==> config.mk <==
export PLATFORM = sky130hd
export DESIGN_NAME = cordic_unit
export DESIGN_NICKNAME = d
export VERILOG_FILES = /design/src/source/cordic_pkg.sv /design/src/source/quadrant_fold.sv /design/src/source/cordic_core.sv /design/src/source/gain_comp.sv /design/src/source/cordic_unit.sv
export SDC_FILE = /design/constraint.sdc
export NUM_CORES = 1
export LEC_CHECK = 0
export BUFFER_PORTS_ARGS = -buffer_cell sky130_fd_sc_hd__buf_2
export CAP_MARGIN = 10
export CORE_AREA = 2 2 215 217
export CTS_CLUSTER_SIZE = 10
export DETAILED_ROUTE_END_ITERATION = 6
export DIE_AREA = 0 0 217 219
export PLACE_DENSITY_LB_ADDON = 0.3
export RECOVER_POWER = 50
export SKIP_CTS_REPAIR_TIMING = 1
export SLEW_MARGIN = 20
export SYNTH_ARGS = -nofsm -noshare
export SYNTH_HDL_FRONTEND = slang
export SYNTH_SLANG_ARGS = --single-unit
==> constraint.sdc <==
create_clock -name clk -period 10.1 [get_ports clk]
set_input_delay 0 -clock clk [delete_from_list [all_inputs] [get_ports clk]]
set_output_delay 0 -clock clk [all_outputs]
set_load 0.02 [all_outputs]
==> src/source/cordic_pkg.sv <==
package cordic_pkg;

    localparam int DATA_W     = 16;                 // Width of x, y and z words
    localparam int PROD_W     = 2 * DATA_W;         // Full gain product width
    localparam int ITERATIONS = 12;                 // Micro-rotations per item
    localparam int ITER_W     = 4;                  // Iteration counter width

    // Angle scale is 2*pi == 65536
    localparam logic signed [DATA_W-1:0] ANGLE_HALF_PI = 16'sd16384;  // pi/2
    localparam logic [DATA_W-1:0]        ANGLE_PI      = 16'd32768;   // pi, wraps to sign bit

    // 1/K for 12 stages, Q1.15
    localparam logic signed [DATA_W-1:0] GAIN_INV   = 16'sd19898;
    localparam int                       GAIN_SHIFT = 15;             // Q15 back to integer

    localparam logic OP_ROTATE = 1'b0;              // Drive z towards zero
    localparam logic OP_VECTOR = 1'b1;              // Drive y towards zero

    // arctan(2^-idx) in angle units
    function automatic logic signed [DATA_W-1:0] atan_entry(input logic [ITER_W-1:0] idx);
        logic signed [DATA_W-1:0] val;
        case (idx)
            4'd0:    val = 16'sd8192;               // 45 deg
            4'd1:    val = 16'sd4836;
            4'd2:    val = 16'sd2555;
            4'd3:    val = 16'sd1297;
            4'd4:    val = 16'sd651;
            4'd5:    val = 16'sd326;
            4'd6:    val = 16'sd163;
            4'd7:    val = 16'sd81;
            4'd8:    val = 16'sd41;
            4'd9:    val = 16'sd20;
            4'd10:   val = 16'sd10;
            4'd11:   val = 16'sd5;                  // Last used entry
            default: val = '0;                      // Beyond table, never stepped
        endcase
        return val;
    endfunction

endpackage

==> src/source/quadrant_fold.sv <==
`timescale 1ns/100ps

module quadrant_fold (
    input  logic                                 clk,
    input  logic                                 rst_n,
    input  logic                                 start,      // One-cycle request strobe
    input  logic                                 busy,       // Downstream still occupied
    input  logic                                 op,         // Mode bit for this item
    input  logic signed [cordic_pkg::DATA_W-1:0] x_in,
    input  logic signed [cordic_pkg::DATA_W-1:0] y_in,
    input  logic signed [cordic_pkg::DATA_W-1:0] z_in,
    output logic                                 fold_valid, // Pulse towards the engine
    output logic                                 fold_op,
    output logic signed [cordic_pkg::DATA_W-1:0] fold_x,
    output logic signed [cordic_pkg::DATA_W-1:0] fold_y,
    output logic signed [cordic_pkg::DATA_W-1:0] fold_z
);

    logic                                 accept;       // Start taken this cycle
    logic                                 z_out_range;  // |z| beyond pi/2
    logic                                 x_negative;   // Left half plane
    logic                                 flip;         // Rotate item by pi
    logic signed [cordic_pkg::DATA_W-1:0] x_fold;
    logic signed [cordic_pkg::DATA_W-1:0] y_fold;
    logic signed [cordic_pkg::DATA_W-1:0] z_fold;

    assign accept = start && !busy;                     // Starts while busy are lost

    // Rotation range check, both limits inclusive
    assign z_out_range = (z_in > cordic_pkg::ANGLE_HALF_PI) ||
                         (z_in < -cordic_pkg::ANGLE_HALF_PI);
    assign x_negative  = x_in[cordic_pkg::DATA_W-1];

    // Mode decides which quantity is folded
    assign flip = (op == cordic_pkg::OP_VECTOR) ? x_negative : z_out_range;

    // Half turn, negate vector and shift angle by pi
    always_comb begin
        if (flip) begin
            x_fold = -x_in;
            y_fold = -y_in;
            z_fold = z_in + $signed(cordic_pkg::ANGLE_PI);   // Modulo 2^16
        end else begin
            x_fold = x_in;
            y_fold = y_in;
            z_fold = z_in;
        end
    end

    // Item register, held until the next accepted start
    always_ff @(posedge clk or negedge rst_n) begin
        if (!rst_n) begin
            fold_valid <= 1'b0;
            fold_op    <= 1'b0;
            fold_x     <= '0;
            fold_y     <= '0;
            fold_z     <= '0;
        end else begin
            fold_valid <= accept;                       // Single-cycle pulse
            if (accept) begin
                fold_op <= op;
                fold_x  <= x_fold;
                fold_y  <= y_fold;
                fold_z  <= z_fold;
            end
        end
    end

endmodule

==> src/source/cordic_core.sv <==
`timescale 1ns/100ps

module cordic_core (
    input  logic                                 clk,
    input  logic                                 rst_n,
    input  logic                                 load,    // Item present on inputs
    input  logic                                 op,      // Mode of the loaded item
    input  logic signed [cordic_pkg::DATA_W-1:0] x_in,
    input  logic signed [cordic_pkg::DATA_W-1:0] y_in,
    input  logic signed [cordic_pkg::DATA_W-1:0] z_in,
    output logic                                 done,    // Result strobe
    output logic                                 busy,    // Engine occupied
    output logic signed [cordic_pkg::DATA_W-1:0] x_out,
    output logic signed [cordic_pkg::DATA_W-1:0] y_out,
    output logic signed [cordic_pkg::DATA_W-1:0] z_out
);

    typedef enum logic [1:0] {
        st_idle,                                          // Waiting for load
        st_setup,                                         // Operands loaded, first step
        st_iterate,                                       // Remaining micro-rotations
        st_finish                                         // Hand result over
    } state_t;

    localparam logic [cordic_pkg::ITER_W-1:0] LAST_ITER =
        cordic_pkg::ITER_W'(cordic_pkg::ITERATIONS - 1);

    state_t                               state;
    state_t                               next_state;
    logic                                 op_q;           // Mode latched per item
    logic [cordic_pkg::ITER_W-1:0]        iteration;      // Also the shift amount
    logic signed [cordic_pkg::DATA_W-1:0] x;
    logic signed [cordic_pkg::DATA_W-1:0] y;
    logic signed [cordic_pkg::DATA_W-1:0] z;
    logic signed [cordic_pkg::DATA_W-1:0] x_next;
    logic signed [cordic_pkg::DATA_W-1:0] y_next;
    logic signed [cordic_pkg::DATA_W-1:0] z_next;
    logic signed [cordic_pkg::DATA_W-1:0] shift_x;
    logic signed [cordic_pkg::DATA_W-1:0] shift_y;
    logic signed [cordic_pkg::DATA_W-1:0] atan_val;
    logic                                 dir_pos;        // d == +1

    assign busy = (state != st_idle);                     // Low again in the done cycle

    // Sequencer and working registers
    always_ff @(posedge clk or negedge rst_n) begin
        if (!rst_n) begin
            state     <= st_idle;
            op_q      <= 1'b0;
            iteration <= '0;
            x         <= '0;
            y         <= '0;
            z         <= '0;
            done      <= 1'b0;
            x_out     <= '0;
            y_out     <= '0;
            z_out     <= '0;
        end else begin
            state <= next_state;
            done  <= 1'b0;                                // Pulse by default
            case (state)
                st_idle: begin
                    if (load) begin
                        op_q      <= op;
                        x         <= x_in;
                        y         <= y_in;
                        z         <= z_in;
                        iteration <= '0;
                    end
                end
                st_setup, st_iterate: begin
                    x         <= x_next;                  // Setup leaves after stage 0
                    y         <= y_next;
                    z         <= z_next;
                    iteration <= iteration + 1'b1;
                end
                st_finish: begin
                    done  <= 1'b1;
                    x_out <= x;                           // Held for the gain stage
                    y_out <= y;
                    z_out <= z;
                end
                default: begin
                end
            endcase
        end
    end

    // Next-state logic
    always_comb begin
        next_state = state;
        case (state)
            st_idle: begin
                if (load) begin
                    next_state = st_setup;
                end
            end
            st_setup: begin
                next_state = st_iterate;
            end
            st_iterate: begin
                if (iteration == LAST_ITER) begin
                    next_state = st_finish;               // Stage 11 done this edge
                end
            end
            st_finish: begin
                next_state = st_idle;
            end
            default: begin
                next_state = st_idle;
            end
        endcase
    end

    // Shift-add datapath
    assign shift_x  = x >>> iteration;                    // Sign kept
    assign shift_y  = y >>> iteration;
    assign atan_val = cordic_pkg::atan_entry(iteration);

    // Rotation follows sign of z, vectoring drives y to zero
    assign dir_pos = (op_q == cordic_pkg::OP_ROTATE) ? ~z[cordic_pkg::DATA_W-1]
                                                     : y[cordic_pkg::DATA_W-1];

    always_comb begin
        if (dir_pos) begin
            x_next = x - shift_y;                         // Counter-clockwise
            y_next = y + shift_x;
            z_next = z - atan_val;
        end else begin
            x_next = x + shift_y;                         // Clockwise
            y_next = y - shift_x;
            z_next = z + atan_val;
        end
    end

endmodule

==> src/source/gain_comp.sv <==
`timescale 1ns/100ps

module gain_comp (
    input  logic                                 clk,
    input  logic                                 rst_n,
    input  logic                                 valid_in,  // Engine result strobe
    input  logic signed [cordic_pkg::DATA_W-1:0] x_in,
    input  logic signed [cordic_pkg::DATA_W-1:0] y_in,
    input  logic signed [cordic_pkg::DATA_W-1:0] z_in,
    output logic                                 out_valid, // Final result strobe
    output logic signed [cordic_pkg::DATA_W-1:0] x_out,
    output logic signed [cordic_pkg::DATA_W-1:0] y_out,
    output logic signed [cordic_pkg::DATA_W-1:0] z_out
);

    logic signed [cordic_pkg::PROD_W-1:0] x_prod;   // Q15 scaled x
    logic signed [cordic_pkg::PROD_W-1:0] y_prod;   // Q15 scaled y
    logic signed [cordic_pkg::DATA_W-1:0] x_comp;
    logic signed [cordic_pkg::DATA_W-1:0] y_comp;

    // Full-width signed products, no overflow possible
    assign x_prod = x_in * cordic_pkg::GAIN_INV;
    assign y_prod = y_in * cordic_pkg::GAIN_INV;

    // Drop fraction bits, truncation towards minus infinity
    assign x_comp = cordic_pkg::DATA_W'(x_prod >>> cordic_pkg::GAIN_SHIFT);
    assign y_comp = cordic_pkg::DATA_W'(y_prod >>> cordic_pkg::GAIN_SHIFT);

    // Output register, values stay until next item
    always_ff @(posedge clk or negedge rst_n) begin
        if (!rst_n) begin
            out_valid <= 1'b0;
            x_out     <= '0;
            y_out     <= '0;
            z_out     <= '0;
        end else begin
            out_valid <= valid_in;                   // One cycle per result
            if (valid_in) begin
                x_out <= x_comp;
                y_out <= y_comp;
                z_out <= z_in;                       // Angle needs no gain fix
            end
        end
    end

endmodule

==> src/source/cordic_unit.sv <==
`timescale 1ns/100ps

module cordic_unit (
    input  logic                                 clk,
    input  logic                                 rst_n,
    input  logic                                 start,     // Request strobe
    input  logic                                 op,        // 0 rotate, 1 vector
    input  logic signed [cordic_pkg::DATA_W-1:0] x_in,
    input  logic signed [cordic_pkg::DATA_W-1:0] y_in,
    input  logic signed [cordic_pkg::DATA_W-1:0] z_in,
    output logic                                 out_valid, // Result strobe
    output logic signed [cordic_pkg::DATA_W-1:0] x_out,
    output logic signed [cordic_pkg::DATA_W-1:0] y_out,
    output logic signed [cordic_pkg::DATA_W-1:0] z_out,
    output logic                                 busy       // Starts ignored while high
);

    // Fold stage to engine
    logic                                 fold_valid;
    logic                                 fold_op;
    logic signed [cordic_pkg::DATA_W-1:0] fold_x;
    logic signed [cordic_pkg::DATA_W-1:0] fold_y;
    logic signed [cordic_pkg::DATA_W-1:0] fold_z;

    // Engine to gain stage
    logic                                 core_done;
    logic                                 core_busy;
    logic signed [cordic_pkg::DATA_W-1:0] core_x;
    logic signed [cordic_pkg::DATA_W-1:0] core_y;
    logic signed [cordic_pkg::DATA_W-1:0] core_z;

    logic                                 hold;         // Item between fold and done

    // Covers the gap before the engine leaves idle
    assign hold = core_busy | fold_valid;
    assign busy = hold;

    quadrant_fold i_fold (
        .clk        (clk),
        .rst_n      (rst_n),
        .start      (start),
        .busy       (hold),
        .op         (op),
        .x_in       (x_in),
        .y_in       (y_in),
        .z_in       (z_in),
        .fold_valid (fold_valid),
        .fold_op    (fold_op),
        .fold_x     (fold_x),
        .fold_y     (fold_y),
        .fold_z     (fold_z)
    );

    cordic_core i_core (
        .clk   (clk),
        .rst_n (rst_n),
        .load  (fold_valid),
        .op    (fold_op),
        .x_in  (fold_x),
        .y_in  (fold_y),
        .z_in  (fold_z),
        .done  (core_done),
        .busy  (core_busy),
        .x_out (core_x),
        .y_out (core_y),
        .z_out (core_z)
    );

    gain_comp i_gain (
        .clk       (clk),
        .rst_n     (rst_n),
        .valid_in  (core_done),
        .x_in      (core_x),
        .y_in      (core_y),
        .z_in      (core_z),
        .out_valid (out_valid),
        .x_out     (x_out),
        .y_out     (y_out),
        .z_out     (z_out)
    );

endmodule

# Word-level counts from Yosys, hierarchy flattened
# Memory sizes are Yosys's and may differ from the RTL's.
# Index checks and enable logic that the tools add are counted.
# word_totals
output_inout_bits	50
input_bits	52
mem_bits_ro	224
word_cells	74
reg_bits	203
memories	1
# classes
add_sub_neg	10
shift	2
n_mul	2
n_lt_le_gt_ge	2
bitwise_logic	2
reduce_logical	10
n_eq_ne	6
mux	20
# mem_list
memory	words	word_bits	read_ports	rd_ports_with_merged_regs	write_ports	line_no	rtl
(no name shown)	16	14	1	0	0	cordic_pkg.sv:22	case (idx)
# op_table
op	n
$mux 16	9
$pmux 16 s2	3
$mul 16x15->30 const B	2
$add 16x16->16	3
$sub 16x16->16	3
$neg 16->16	2
$sshr 16x4->16	2
$add 16x16->16 const B	1
$gt 16x16->1 const B	1
$lt 16x15->1 const B	1
$pmux 2 s4	1
$pmux 4 s2	1
$reduce_and 2->1	3
$add 4x1->4 const B	1
$eq 2x2->1 const B	2
$eq 4x4->1 const B	1
$mux 2	2
$mux 4	1
$reduce_bool 2->1	2
$mux 1	3
$eq 2x1->1 const B	1
$logic_not 2->1	1
$ne 2x1->1 const B	1
$ne 2x2->1 const B	1
6 further kinds	6

# Longest topological paths before layout
# Gate-level depths: netlist (run 1).
# depth
ltp_word	4
mapped_depth	22

# Hierarchy
# A second synthesis (run 1) with hierarchy kept.
# hier_totals
cells_unflattened	2494
hier_area_um2	23886.7
# by_module_without_submodules
mod	instances	area_per_inst_um2	cells_each
gain_comp	1	11738.8	1157
cordic_core	1	9288.9	1003
quadrant_fold	1	2852.7	333
cordic_unit	1	6.3	1

# Worst setup path after synthesis (run 1)
# Ideal clock, no wire load.
# synth_path
path_type	register to register
startpoint	reg i_core.x_out[15] (netlist name)
endpoint	reg i_gain.x_out[15] (netlist name)
path_stages_with_launch	19
path_buffers	0
arrival_ns	5.650
setup_ns	0.069
path_slack_ns	4.381
synth_period_minus_slack_ns	5.719
path_cell_list	dfrtp_1 -> ha_1 -> fa_1 -> inv_1 -> fa_1 -> fa_1 -> fa_1 -> inv_1 -> fa_1 -> inv_1 -> ha_1 -> a21o_1 -> a21o_1 -> a221oi_1 -> nor4b_1 -> a21oi_1 -> o41ai_1 -> mux2_2 -> nand3_1
# synth_between
elab_chain_cells	1
# synth_lines
element	line_no	rtl
start: declaration	cordic_core.sv:13	output logic signed [cordic_pkg::DATA_W-1:0] x_out,
start signal: assignment	cordic_core.sv:55	x_out <= '0;
start signal: assignment	cordic_core.sv:79	x_out <= x;
$mul 16x15->30	gain_comp.sv:22	assign x_prod = x_in * cordic_pkg::GAIN_INV;
end signal: assignment	gain_comp.sv:39	x_out <= x_comp;
end: declaration	gain_comp.sv:11	output logic signed [cordic_pkg::DATA_W-1:0] x_out,
# No other way between the ends.
# A chain may end at the register's enable or synchronous reset.

==> results of run 1 <==
## cell families after synthesis
kind of cell,after synthesis,share of synthesized area [%]
multiplexers,184,10.5
AO/OA/AOI/OAI,414,11.4
flip-flops,203,22.8
AND/OR/NAND/NOR,423,8.81
XOR/XNOR,175,6.88
adder cells (fa/ha/maj),482,33.1
buffers and inverters,380,6.54
## area by class of cell
cell class / count / area share, %
Inverter: 307 / 4.69
Timing Repair Buffer: 172 / 4.47
Antenna cell: 1 / 0.0102
Clock inverter: 5 / 0.173
Sequential cell: 203 / 20.7
Multi-Input combinational cell: 1678 / 64.0
Clock buffer: 33 / 2.92
Tap cell: 600 / 3.05
## layer usage
metal / vias to the layer above / track usage (%)
met5: - / 0
met4: 0 / 4.25
met3: 51 / 2.69
met2: 374 / 36.3
met1: 8036 / 32.3
li1: 7940 / -
## metrics by stage
step	hold slack (ns)	cell area, um2	instances	setup slack, ns
6_report	0.0612	24600	2999	3.77
5_1_grt	0.104	24600	2998	2.25
4_1_cts	-0.560	24100	2944	3.84
3_5_place_dp	0.0170	23400	2906	3.86
3_3_place_gp	0.0159	23400	2906	4.01
2_1_floorplan	-0.296	22300	2261	4.38
## worst paths after layout
kind / endpoint / slack (ns) / start
worst max-delay path: i_core.done$_DFF_PN0_ / 3.77 / rst_n
worst min-delay path: i_fold.fold_valid$_DFF_PN0_ / 0.06 / start
worst max register to register: i_gain.x_out[15]$_DFFE_PN0P_ / 3.88 / i_core.x_out[5]$_DFFE_PN0P_
worst min register to register: i_fold.fold_z[15]$_DFFE_PN0P_ / 0.48 / i_fold.fold_z[15]$_DFFE_PN0P_
max in group clk: i_gain.x_out[15]$_DFFE_PN0P_ / 3.88 / i_core.x_out[5]$_DFFE_PN0P_
min in group asynchronous: i_fold.fold_y[6]$_DFFE_PN0P_ / 1.20 / rst_n
## worst min-delay path, cell delays in order
cell	delay, ns
buf_2	0.08
nand2_2	0.03
buf_4	0.33
inv_1	0.12
## cells in the final DEF, fill, tap and decap left out, drive strengths merged, types with 65 or more instances in the layout
| master | count |
|---|---|
| clkbuf | 86 |
| xor2 | 68 |
| buf | 65 |
| xnor2 | 107 |
| a21oi | 116 |
| inv | 305 |
| mux2 | 103 |
| nand2 | 162 |
| ha | 304 |
| nor2 | 101 |
| fa | 178 |
| o21ai | 136 |
| dfrtp | 203 |
==> results.py, run 1 <==
metrics = {
    "logic_synthesis": {
        "ys.flop_type": "dfrtp_1",
        "synth_common_cells": "304 x ha_1, 303 x inv_1, 203 x dfrtp_1",
        "ys_seq_area_share_pct": 22.8,
        "netlist_top_cells_area": "dfrtp_1 23%, ha_1 17%, fa_1 16%",
        "yosysWarningCount": 0,
        "synth_top_area_share_pct": 22.8,
        "synth_most_common_cell": "ha_1",
        "synth_cells": 2261,
        "synth_area_mm2": 0.0223,
        "avgSynthCellArea_um2": 9.85,
        "synth-edff-count": 0,
        "yosysUniqueCellTypes": 77,
        "ys_ff_latch": 203,
        "yosys.area.top_type": "dfrtp_1",
        "syn-num-nets": 2795,
        "synth-async-reset-ratio_pct": 100,
    },
    "setup_path": {
        "cp_num_buf_inv": 3,
        "cp_slowest_cell": "clkbuf_1",
        "critPathKind": "in2async",
        "ff2ff_path_depth": 21,
        "crit_path_start_kind": "primary input",
        "cp_top_family": "buffers and inverters",
        "arrival_ns": 5.82,
        "critical_path_depth": 3,
        "critPathCaptureType": "asynchronous set/reset pin",
        "cpPeakStageDelay_ns": 2.77,
        "crit_path_frequent_cell": "clkbuf_1",
        "path_cells": "dlygate4sd3_1 -> clkbuf_1 -> clkbuf_1",
        "worstPathMaxFanout": 69,
        "crit_required_ns": 9.59,
    },
    "clock_tree": {
        "clockBufferDepth": 3,
        "clk_latency_ns": 0.56,
        "cts_max_level": 1,
        "cts_tree": "yes",
        "numCtsBuffers": 26,
        "root_buffer": "clkbuf_16",
        "clock-sinks": 203,
        "cts.clk_slew.worst_paths_ns": 0.05,
    },
    "grt": {
        "antenna_found_initial": 0,
        "grt_pass1_vias": 16500,
        "grt-ovfl-total": 0,
        "grt_pass1_wl_mm": 86.2,
        "grt_max_degree": 84,
        "grt_usage_pct": 22.3,
    },
    "hold_path": {
        "whs_path_depth": 4,
        "hold_path_class": "in2reg",
    },
    "cells_and_area": {
        "fin_nets": 2922,
        "multi_input_area_mm2": 0.0157,
        "fillers": 4035,
        "area_growth_pct": 10.4,
        "drive_gt1_share_pct": 10.6,
        "utilization_pct": 54.5,
        "seqCellArea_mm2": 0.00508,
    },
    "timing": {
        "period_share_pct": 62.6,
        "hold_violations": 0,
        "slew_violations": 255,
        "finalSetupViolations": 0,
        "slew_headroom_pct": -149,
        "finClkSkew_ns": 0.0274,
        "max_freq_mhz": 158,
        "rsz0062_at_grt": "no",
        "setup-tns-final_ns": 0,
        "period_needed_ns": 6.33,
        "worst_pin_slew_ns": 3.74,
    },
    "drt": {
        "via_count": 16400,
        "drc": 0,
        "route.met2.wl_mm": 24.2,
        "wl_met3_mm": 2.41,
        "drt_iter0_drc": 1012,
        "highest_layer": "met4",
        "wl_mm": 52.5,
        "vias_per_cell": 5.47,
        "met1_length_mm": 25.0,
        "drtPass1Iterations": 5,
        "wl_per_cell_um": 17.5,
        "ant_nets": 0,
    },
    "floorplanning": {
        "die_area_mm2": 0.0475,
        "fp.dieW_um": 217,
        "initial_core_util_pct": 49.4,
        "core-area_mm2": 0.0451,
        "die_y_um": 219,
        "rows": 78,
        "pin_count": 102,
    },
    "placement": {
        "gp_congestion": 0.915,
        "dp_hpwl_mm": 41.2,
        "io_buffers": 101,
    },
    "outcome": {
        "violations": "max-capacitance violations, max-slew violations",
        "status": "finished, violations left",
    },
    "job": {
        "maxCapViolCount": 4,
    },
}
Power of run 1 is left out: the tool's default activity adds up to more than one toggle a clock period on the data nets, which glitch-free logic cannot reach.
==> inputs of run 2 (changes only) <==
==> constraint.sdc (replaced) <==
create_clock -name clk -period 5.5 [get_ports clk]
set_input_delay 0 -clock clk [delete_from_list [all_inputs] [get_ports clk]]
set_output_delay 0 -clock clk [all_outputs]
set_load 0.02 [all_outputs]
==> results.py, run 2 (synthesized netlist as in run 1, its figures left out) <==
metrics = {
    "outcome": {
        "status": "finished, violations left",
        "violations": "max-capacitance violations, max-slew violations",
    },
    "cells_and_area": {
        "area_growth_pct": 19.5,
        "final_common_cell": "inv_1",
        "drive_gt1_share_pct": 20.9,
        "fillers": 3830,
        "stdcell_count": 3152,
        "final_cell_mix": "293 x inv_1, 262 x ha_1, 181 x dfrtp_1",
        "fin_nets": 3076,
    },
    "timing": {
        "rsz0062_at_grt": "yes",
        "finalSetupViolations": 0,
        "max_freq_mhz": 182,
        "worst_pin_slew_ns": 4.22,
        "hold_violations": 0,
        "period_needed_ns": 5.50,
        "period_share_pct": 99.9,
        "slew_headroom_pct": -181,
        "finClkSkew_ns": 0.0130,
        "slew_violations": 88,
    },
    "grt": {
        "grt_pass1_wl_mm": 89.6,
        "antenna_found_initial": 0,
        "grt-ovfl-total": 0,
        "grt_pass1_vias": 17200,
        "grt_usage_pct": 23.2,
        "grt_max_degree": 88,
    },
    "setup_path": {
        "cp_slowest_cell": "fa_1",
        "cp_num_buf_inv": 4,
        "reg2reg_from": "i_core.x_out[9]$_DFFE_PN0P_",
        "critPathKind": "reg2reg",
        "critPathCaptureType": "flop",
        "worstPathMaxFanout": 5,
        "startpoint": "i_core.x_out[9]$_DFFE_PN0P_",
        "ff2ff_path_depth": 19,
        "path_cells": "buf_6 -> ha_1 -> buf_4 -> xor2_1 -> ha_1 -> fa_1 -> fa_1 -> fa_1 -> inv_1 -> fa_1 -> inv_1 -> ha_4 -> a21o_1 -> a221oi_4 -> nor4b_4 -> a21oi_2 -> o41ai_2 -> mux2_2 -> nand3_2",
        "crit_required_ns": 6.00,
        "crit_path_frequent_cell": "fa_1",
        "crit_path_start_kind": "flop",
        "cp_top_family": "adder cells",
        "cpPeakStageDelay_ns": 0.50,
        "arrival_ns": 5.99,
        "critical_path_depth": 19,
    },
    "clock_tree": {
        "cts.clk_slew.worst_paths_ns": 0.06,
        "clock-sinks": 203,
        "numCtsBuffers": 26,
        "root_buffer": "clkbuf_16",
        "clk_latency_ns": 0.57,
        "cts_tree": "yes",
        "cts_max_level": 1,
        "clockBufferDepth": 3,
    },
    "floorplanning": {
        "die_y_um": 219,
        "rows": 78,
        "initial_core_util_pct": 49.4,
        "core-area_mm2": 0.0451,
        "fp.dieW_um": 217,
        "pin_count": 102,
        "die_area_mm2": 0.0475,
    },
    "drt": {
        "via_count": 17100,
        "drtPass1Iterations": 5,
        "drc": 0,
        "drt_iter0_drc": 973,
        "wl_per_cell_um": 17.9,
        "ant_nets": 0,
        "vias_per_cell": 5.42,
        "wl_mm": 56.3,
    },
    "hold_path": {
        "min_from": "start",
        "hold_path_class": "in2reg",
        "whs_path_depth": 4,
    },
    "placement": {
        "dpl.cell_count": 3042,
        "dp_hpwl_mm": 43.4,
        "gp_congestion": 0.913,
        "io_buffers": 101,
    },
    "job": {
        "maxCapViolCount": 1,
    },
}
## run 2: cell count changes in the layout (fill, tap and decap cells not counted), moves of 7 or more
cell / before / now
inv_2: 1 / 11
a21oi_2: 1 / 12
ha_4: 0 / 32
dfrtp_2: 2 / 22
ha_2: 0 / 10
buf_6: 0 / 11
dfrtp_1: 201 / 181
xor2_1: 68 / 61
a21oi_1: 115 / 103
ha_1: 304 / 262
buf_4: 14 / 160
inv_1: 303 / 293
o21ai_0: 126 / 118
## run 2: cell type report
cell class / count / area (um2) / share of cell area [%]
clock inverters: 7 / 91.3 / 0.343
flip-flops and latches: 203 / 5110 / 19.2
diodes: 1 / 2.50 / 0.00940
repair buffers: 326 / 2330 / 8.74
well taps: 600 / 751 / 2.82
clock buffers: 30 / 676 / 2.54
multi-input cells: 1678 / 16500 / 62.0
inverters: 307 / 1150 / 4.33
## run 2: path summary, 6_finish.rpt
kind                                            endpoint  slack (ns)
setup reg to reg            i_gain.x_out[15]$_DFFE_PN0P_       0.004
max in group asynchronous    i_core.x_out[5]$_DFFE_PN0P_        1.10
setup / recovery            i_gain.x_out[15]$_DFFE_PN0P_       0.004
hold reg to reg            i_fold.fold_y[11]$_DFFE_PN0P_        0.48
hold / removal               i_fold.fold_valid$_DFF_PN0_        0.06
min in group asynchronous    i_gain.y_out[8]$_DFFE_PN0P_        1.61
## run 2: through the flow
step | worst slack, ns | TNS, ns | hold slack, ns | utilization, % | area [um2]
3_3_place_gp | -0.152 | -1.18 | 0.0785 | 54.1 | 24400
3_5_place_dp | -0.327 | -3.35 | 0.0888 | 54.1 | 24400
5_1_grt | -0.221 | -1.83 | 0.132 | 59.0 | 26600
4_1_cts | -0.366 | -3.46 | -0.530 | 55.8 | 25200
6_report | 0.00429 | 0 | 0.0574 | 59.0 | 26600
2_1_floorplan | 0.00183 | 0 | -0.296 | - | 22300
## run 2: metal layers
layer	track usage, %	routed length (um)
met2	38.2	26900
met5	0	0
met1	32.9	26000
met3	2.99	2330
met4	4.70	1130
## run 2: worst register-to-register path, stage by stage (launching register included)
cell and delay, ns:
dfrtp_2 0.47, buf_6 0.15, ha_1 0.21, buf_4 0.14, xor2_1 0.15, ha_1 0.32, fa_1 0.47, fa_1 0.50
fa_1 0.49, inv_1 0.05, fa_1 0.47, inv_1 0.07, ha_4 0.22, a21o_1 0.22, a221oi_4 0.30, nor4b_4 0.25
a21oi_2 0.10, o41ai_2 0.41, mux2_2 0.39, nand3_2 0.07
Power of run 2 is left out for the same reason.
==> inputs of run 3 (changes only) <==
--- a/config.mk
+++ b/config.mk
@@ -7,14 +7,15 @@
 export LEC_CHECK = 0
 export BUFFER_PORTS_ARGS = -buffer_cell sky130_fd_sc_hd__buf_2
 export CAP_MARGIN = 10
-export CORE_AREA = 2 2 215 217
+export CORE_AREA = 2 2 222 224
 export CTS_CLUSTER_SIZE = 10
 export DETAILED_ROUTE_END_ITERATION = 6
-export DIE_AREA = 0 0 217 219
+export DIE_AREA = 0 0 224 226
 export PLACE_DENSITY_LB_ADDON = 0.3
 export RECOVER_POWER = 50
 export SKIP_CTS_REPAIR_TIMING = 1
 export SLEW_MARGIN = 20
 export SYNTH_ARGS = -nofsm -noshare
 export SYNTH_HDL_FRONTEND = slang
+export SYNTH_HIERARCHICAL = 1
 export SYNTH_SLANG_ARGS = --single-unit
==> results.py, run 3 <==
metrics = {
    "clock_tree": {
        "clockBufferDepth": 3,
        "numCtsBuffers": 26,
        "cts.clk_slew.worst_paths_ns": 0.06,
        "clock-sinks": 203,
        "clk_latency_ns": 0.57,
        "root_buffer": "clkbuf_16",
        "cts_tree": "yes",
        "cts_max_level": 1,
    },
    "logic_synthesis": {
        "synth_top_family_by_area": "adder cells",
        "netlist_top_cells_area": "dfrtp_1 21%, ha_1 16%, fa_1 15%",
        "synth_mux_area_share_pct": 9.95,
        "synthSimpleGateAreaFrac_pct": 11.2,
        "synth_most_common_cell": "inv_1",
        "synth_area_mm2": 0.0239,
        "avgSynthCellArea_um2": 9.58,
        "ys_ff_latch": 203,
        "synth-async-reset-ratio_pct": 100,
        "yosysUniqueCellTypes": 97,
        "yosys.area.top_type": "dfrtp_1",
        "synth_compound_area_share_pct": 14.1,
        "yosysWarningCount": 6,
        "synth_adder_area_share_pct": 31.1,
        "synth_cells": 2494,
        "syn-num-nets": 3032,
        "synth-edff-count": 0,
        "synth_common_cells": "314 x inv_1, 307 x ha_1, 206 x nand2_1",
        "synthXorXnorAreaFrac_pct": 5.41,
        "ys_seq_area_share_pct": 21.3,
        "ys.flop_type": "dfrtp_1",
        "synth_top_area_share_pct": 21.3,
    },
    "setup_path": {
        "crit_required_ns": 5.94,
        "arrival_ns": 5.82,
        "cp_slowest_cell": "fa_1",
        "worstPathMaxFanout": 8,
        "critPathCaptureType": "flop",
        "critPathKind": "reg2reg",
        "cpPeakStageDelay_ns": 0.55,
        "crit_path_start_kind": "flop",
        "path_cells": "ha_1 -> xor2_1 -> ha_1 -> inv_1 -> fa_1 -> fa_1 -> inv_1 -> fa_1 -> inv_1 -> fa_1 -> inv_1 -> ha_1 -> o21ai_1 -> o211ai_1 -> buf_4 -> a211oi_2 -> a21oi_2 -> a221oi_2 -> xnor2_1 -> mux2_2",
    },
    "timing": {
        "worst_pin_slew_ns": 4.26,
        "rsz0062_at_grt": "yes",
        "timing.hold.ws_ns": 0.0529,
        "max_freq_mhz": 186,
        "slew_headroom_pct": -184,
        "finClkSkew_ns": 0.0255,
        "period_share_pct": 97.9,
        "slew_violations": 115,
        "setup_slack_ns": 0.114,
        "period_needed_ns": 5.39,
        "hold_violations": 0,
        "finalSetupViolations": 0,
    },
    "drt": {
        "wl_mm": 61.2,
        "drt_iter0_drc": 1152,
        "via_count": 18800,
        "drtPass1Iterations": 5,
        "ant_nets": 0,
        "drc": 0,
        "wl_per_cell_um": 18.5,
        "vias_per_cell": 5.69,
    },
    "cells_and_area": {
        "diodes": 0,
        "seqCellArea_mm2": 0.00510,
        "multi_input_area_mm2": 0.0173,
        "fillers": 4326,
        "area_growth_pct": 12.3,
        "drive_gt1_share_pct": 14.0,
        "final_cell_mix": "312 x inv_1, 296 x ha_1, 206 x nand2_1",
        "final_common_cell": "inv_1",
        "fin_nets": 3204,
        "utilization_pct": 55.5,
        "design_area_mm2": 0.0268,
    },
    "placement": {
        "dp_slack_ns": -0.0148,
        "gp_congestion": 0.926,
        "io_buffers": 101,
        "place_area_mm2": 0.0253,
        "dp_hpwl_mm": 48.0,
    },
    "grt": {
        "grt_pass1_wl_mm": 99.8,
        "grt_pass1_vias": 18900,
        "grt_max_degree": 76,
        "grt-ovfl-total": 0,
        "antenna_found_initial": 0,
        "grt_usage_pct": 24.2,
    },
    "floorplanning": {
        "fp.dieW_um": 224,
        "core-area_mm2": 0.0483,
        "die_area_mm2": 0.0506,
        "pin_count": 102,
        "rows": 81,
        "die_y_um": 226,
        "initial_core_util_pct": 49.4,
    },
    "hold_path": {
        "hold_path_class": "in2reg",
    },
    "outcome": {
        "violations": "max-capacitance violations, max-slew violations",
        "status": "finished, violations left",
    },
    "job": {
        "maxCapViolCount": 2,
    },
}
## run 3: final timing paths
path | start | endpoint | slack (ns) | cells past startpoint
setup reg to reg | i_core/x_out[6]$_DFFE_PN0P_ | i_gain/x_out[13]$_DFFE_PN0P_ | 0.11 | 20
hold reg to reg | i_fold/fold_z[13]$_DFFE_PN0P_ | i_fold/fold_z[13]$_DFFE_PN0P_ | 0.47 | 2
max in group asynchronous | rst_n | i_core/iteration[1]$_DFFE_PN0P_ | 0.94 | 3
min in group asynchronous | rst_n | i_gain/y_out[0]$_DFFE_PN0P_ | 1.51 | 2
hold / removal | start | i_fold/fold_z[14]$_DFFE_PN0P_ | 0.05 | 5
setup / recovery | i_core/x_out[6]$_DFFE_PN0P_ | i_gain/x_out[13]$_DFFE_PN0P_ | 0.11 | 20
## run 3: worst max-delay path, delay by kind of cell (launching register included)
family                   cells  cell delay (ns)
flip-flops                   1             0.47
XOR/XNOR                     2             0.27
AO/OA/AOI/OAI                5             0.96
buffers and inverters        5             0.39
adder cells (fa/ha/maj)      7             2.90
multiplexers                 1             0.26
## run 3: cell families (layout without fill, tap and decap cells)
family | Yosys count | in the layout
buffers and inverters | 413 | 600
XOR/XNOR | 146 | 146
multiplexers | 185 | 185
AO/OA/AOI/OAI | 513 | 513
adder cells (fa/ha/maj) | 486 | 486
flip-flops | 203 | 203
AND/OR/NAND/NOR | 548 | 548
## run 3: layout make-up
cell class	instances	area share, %
Clock inverter	4	0.177
Timing Repair Buffer	242	6.15
Tap cell	622	2.90
Multi-Input combinational cell	1878	64.6
Clock buffer	39	2.79
Sequential cell	203	19.0
Inverter	315	4.42
## run 3: through the flow
| stage | TNS [ns] | instances |
|---|---|---|
| floorplan | 0 | 2494 |
| global placement | 0 | 3199 |
| global route | -0.268 | 3303 |
| detailed placement | -0.0199 | 3199 |
| CTS | -0.0668 | 3242 |
| finish | 0 | 3303 |
## run 3: layer usage
layer | GRT usage (%) | wire (um) | up-vias
met5 | 0 | 0 | -
met4 | 5.23 | 1480 | 0
met3 | 2.24 | 2190 | 90
met2 | 41.2 | 28900 | 428
met1 | 33.7 | 28600 | 9260
li1 | - | - | 9001
Power of run 3 is left out for the same reason.
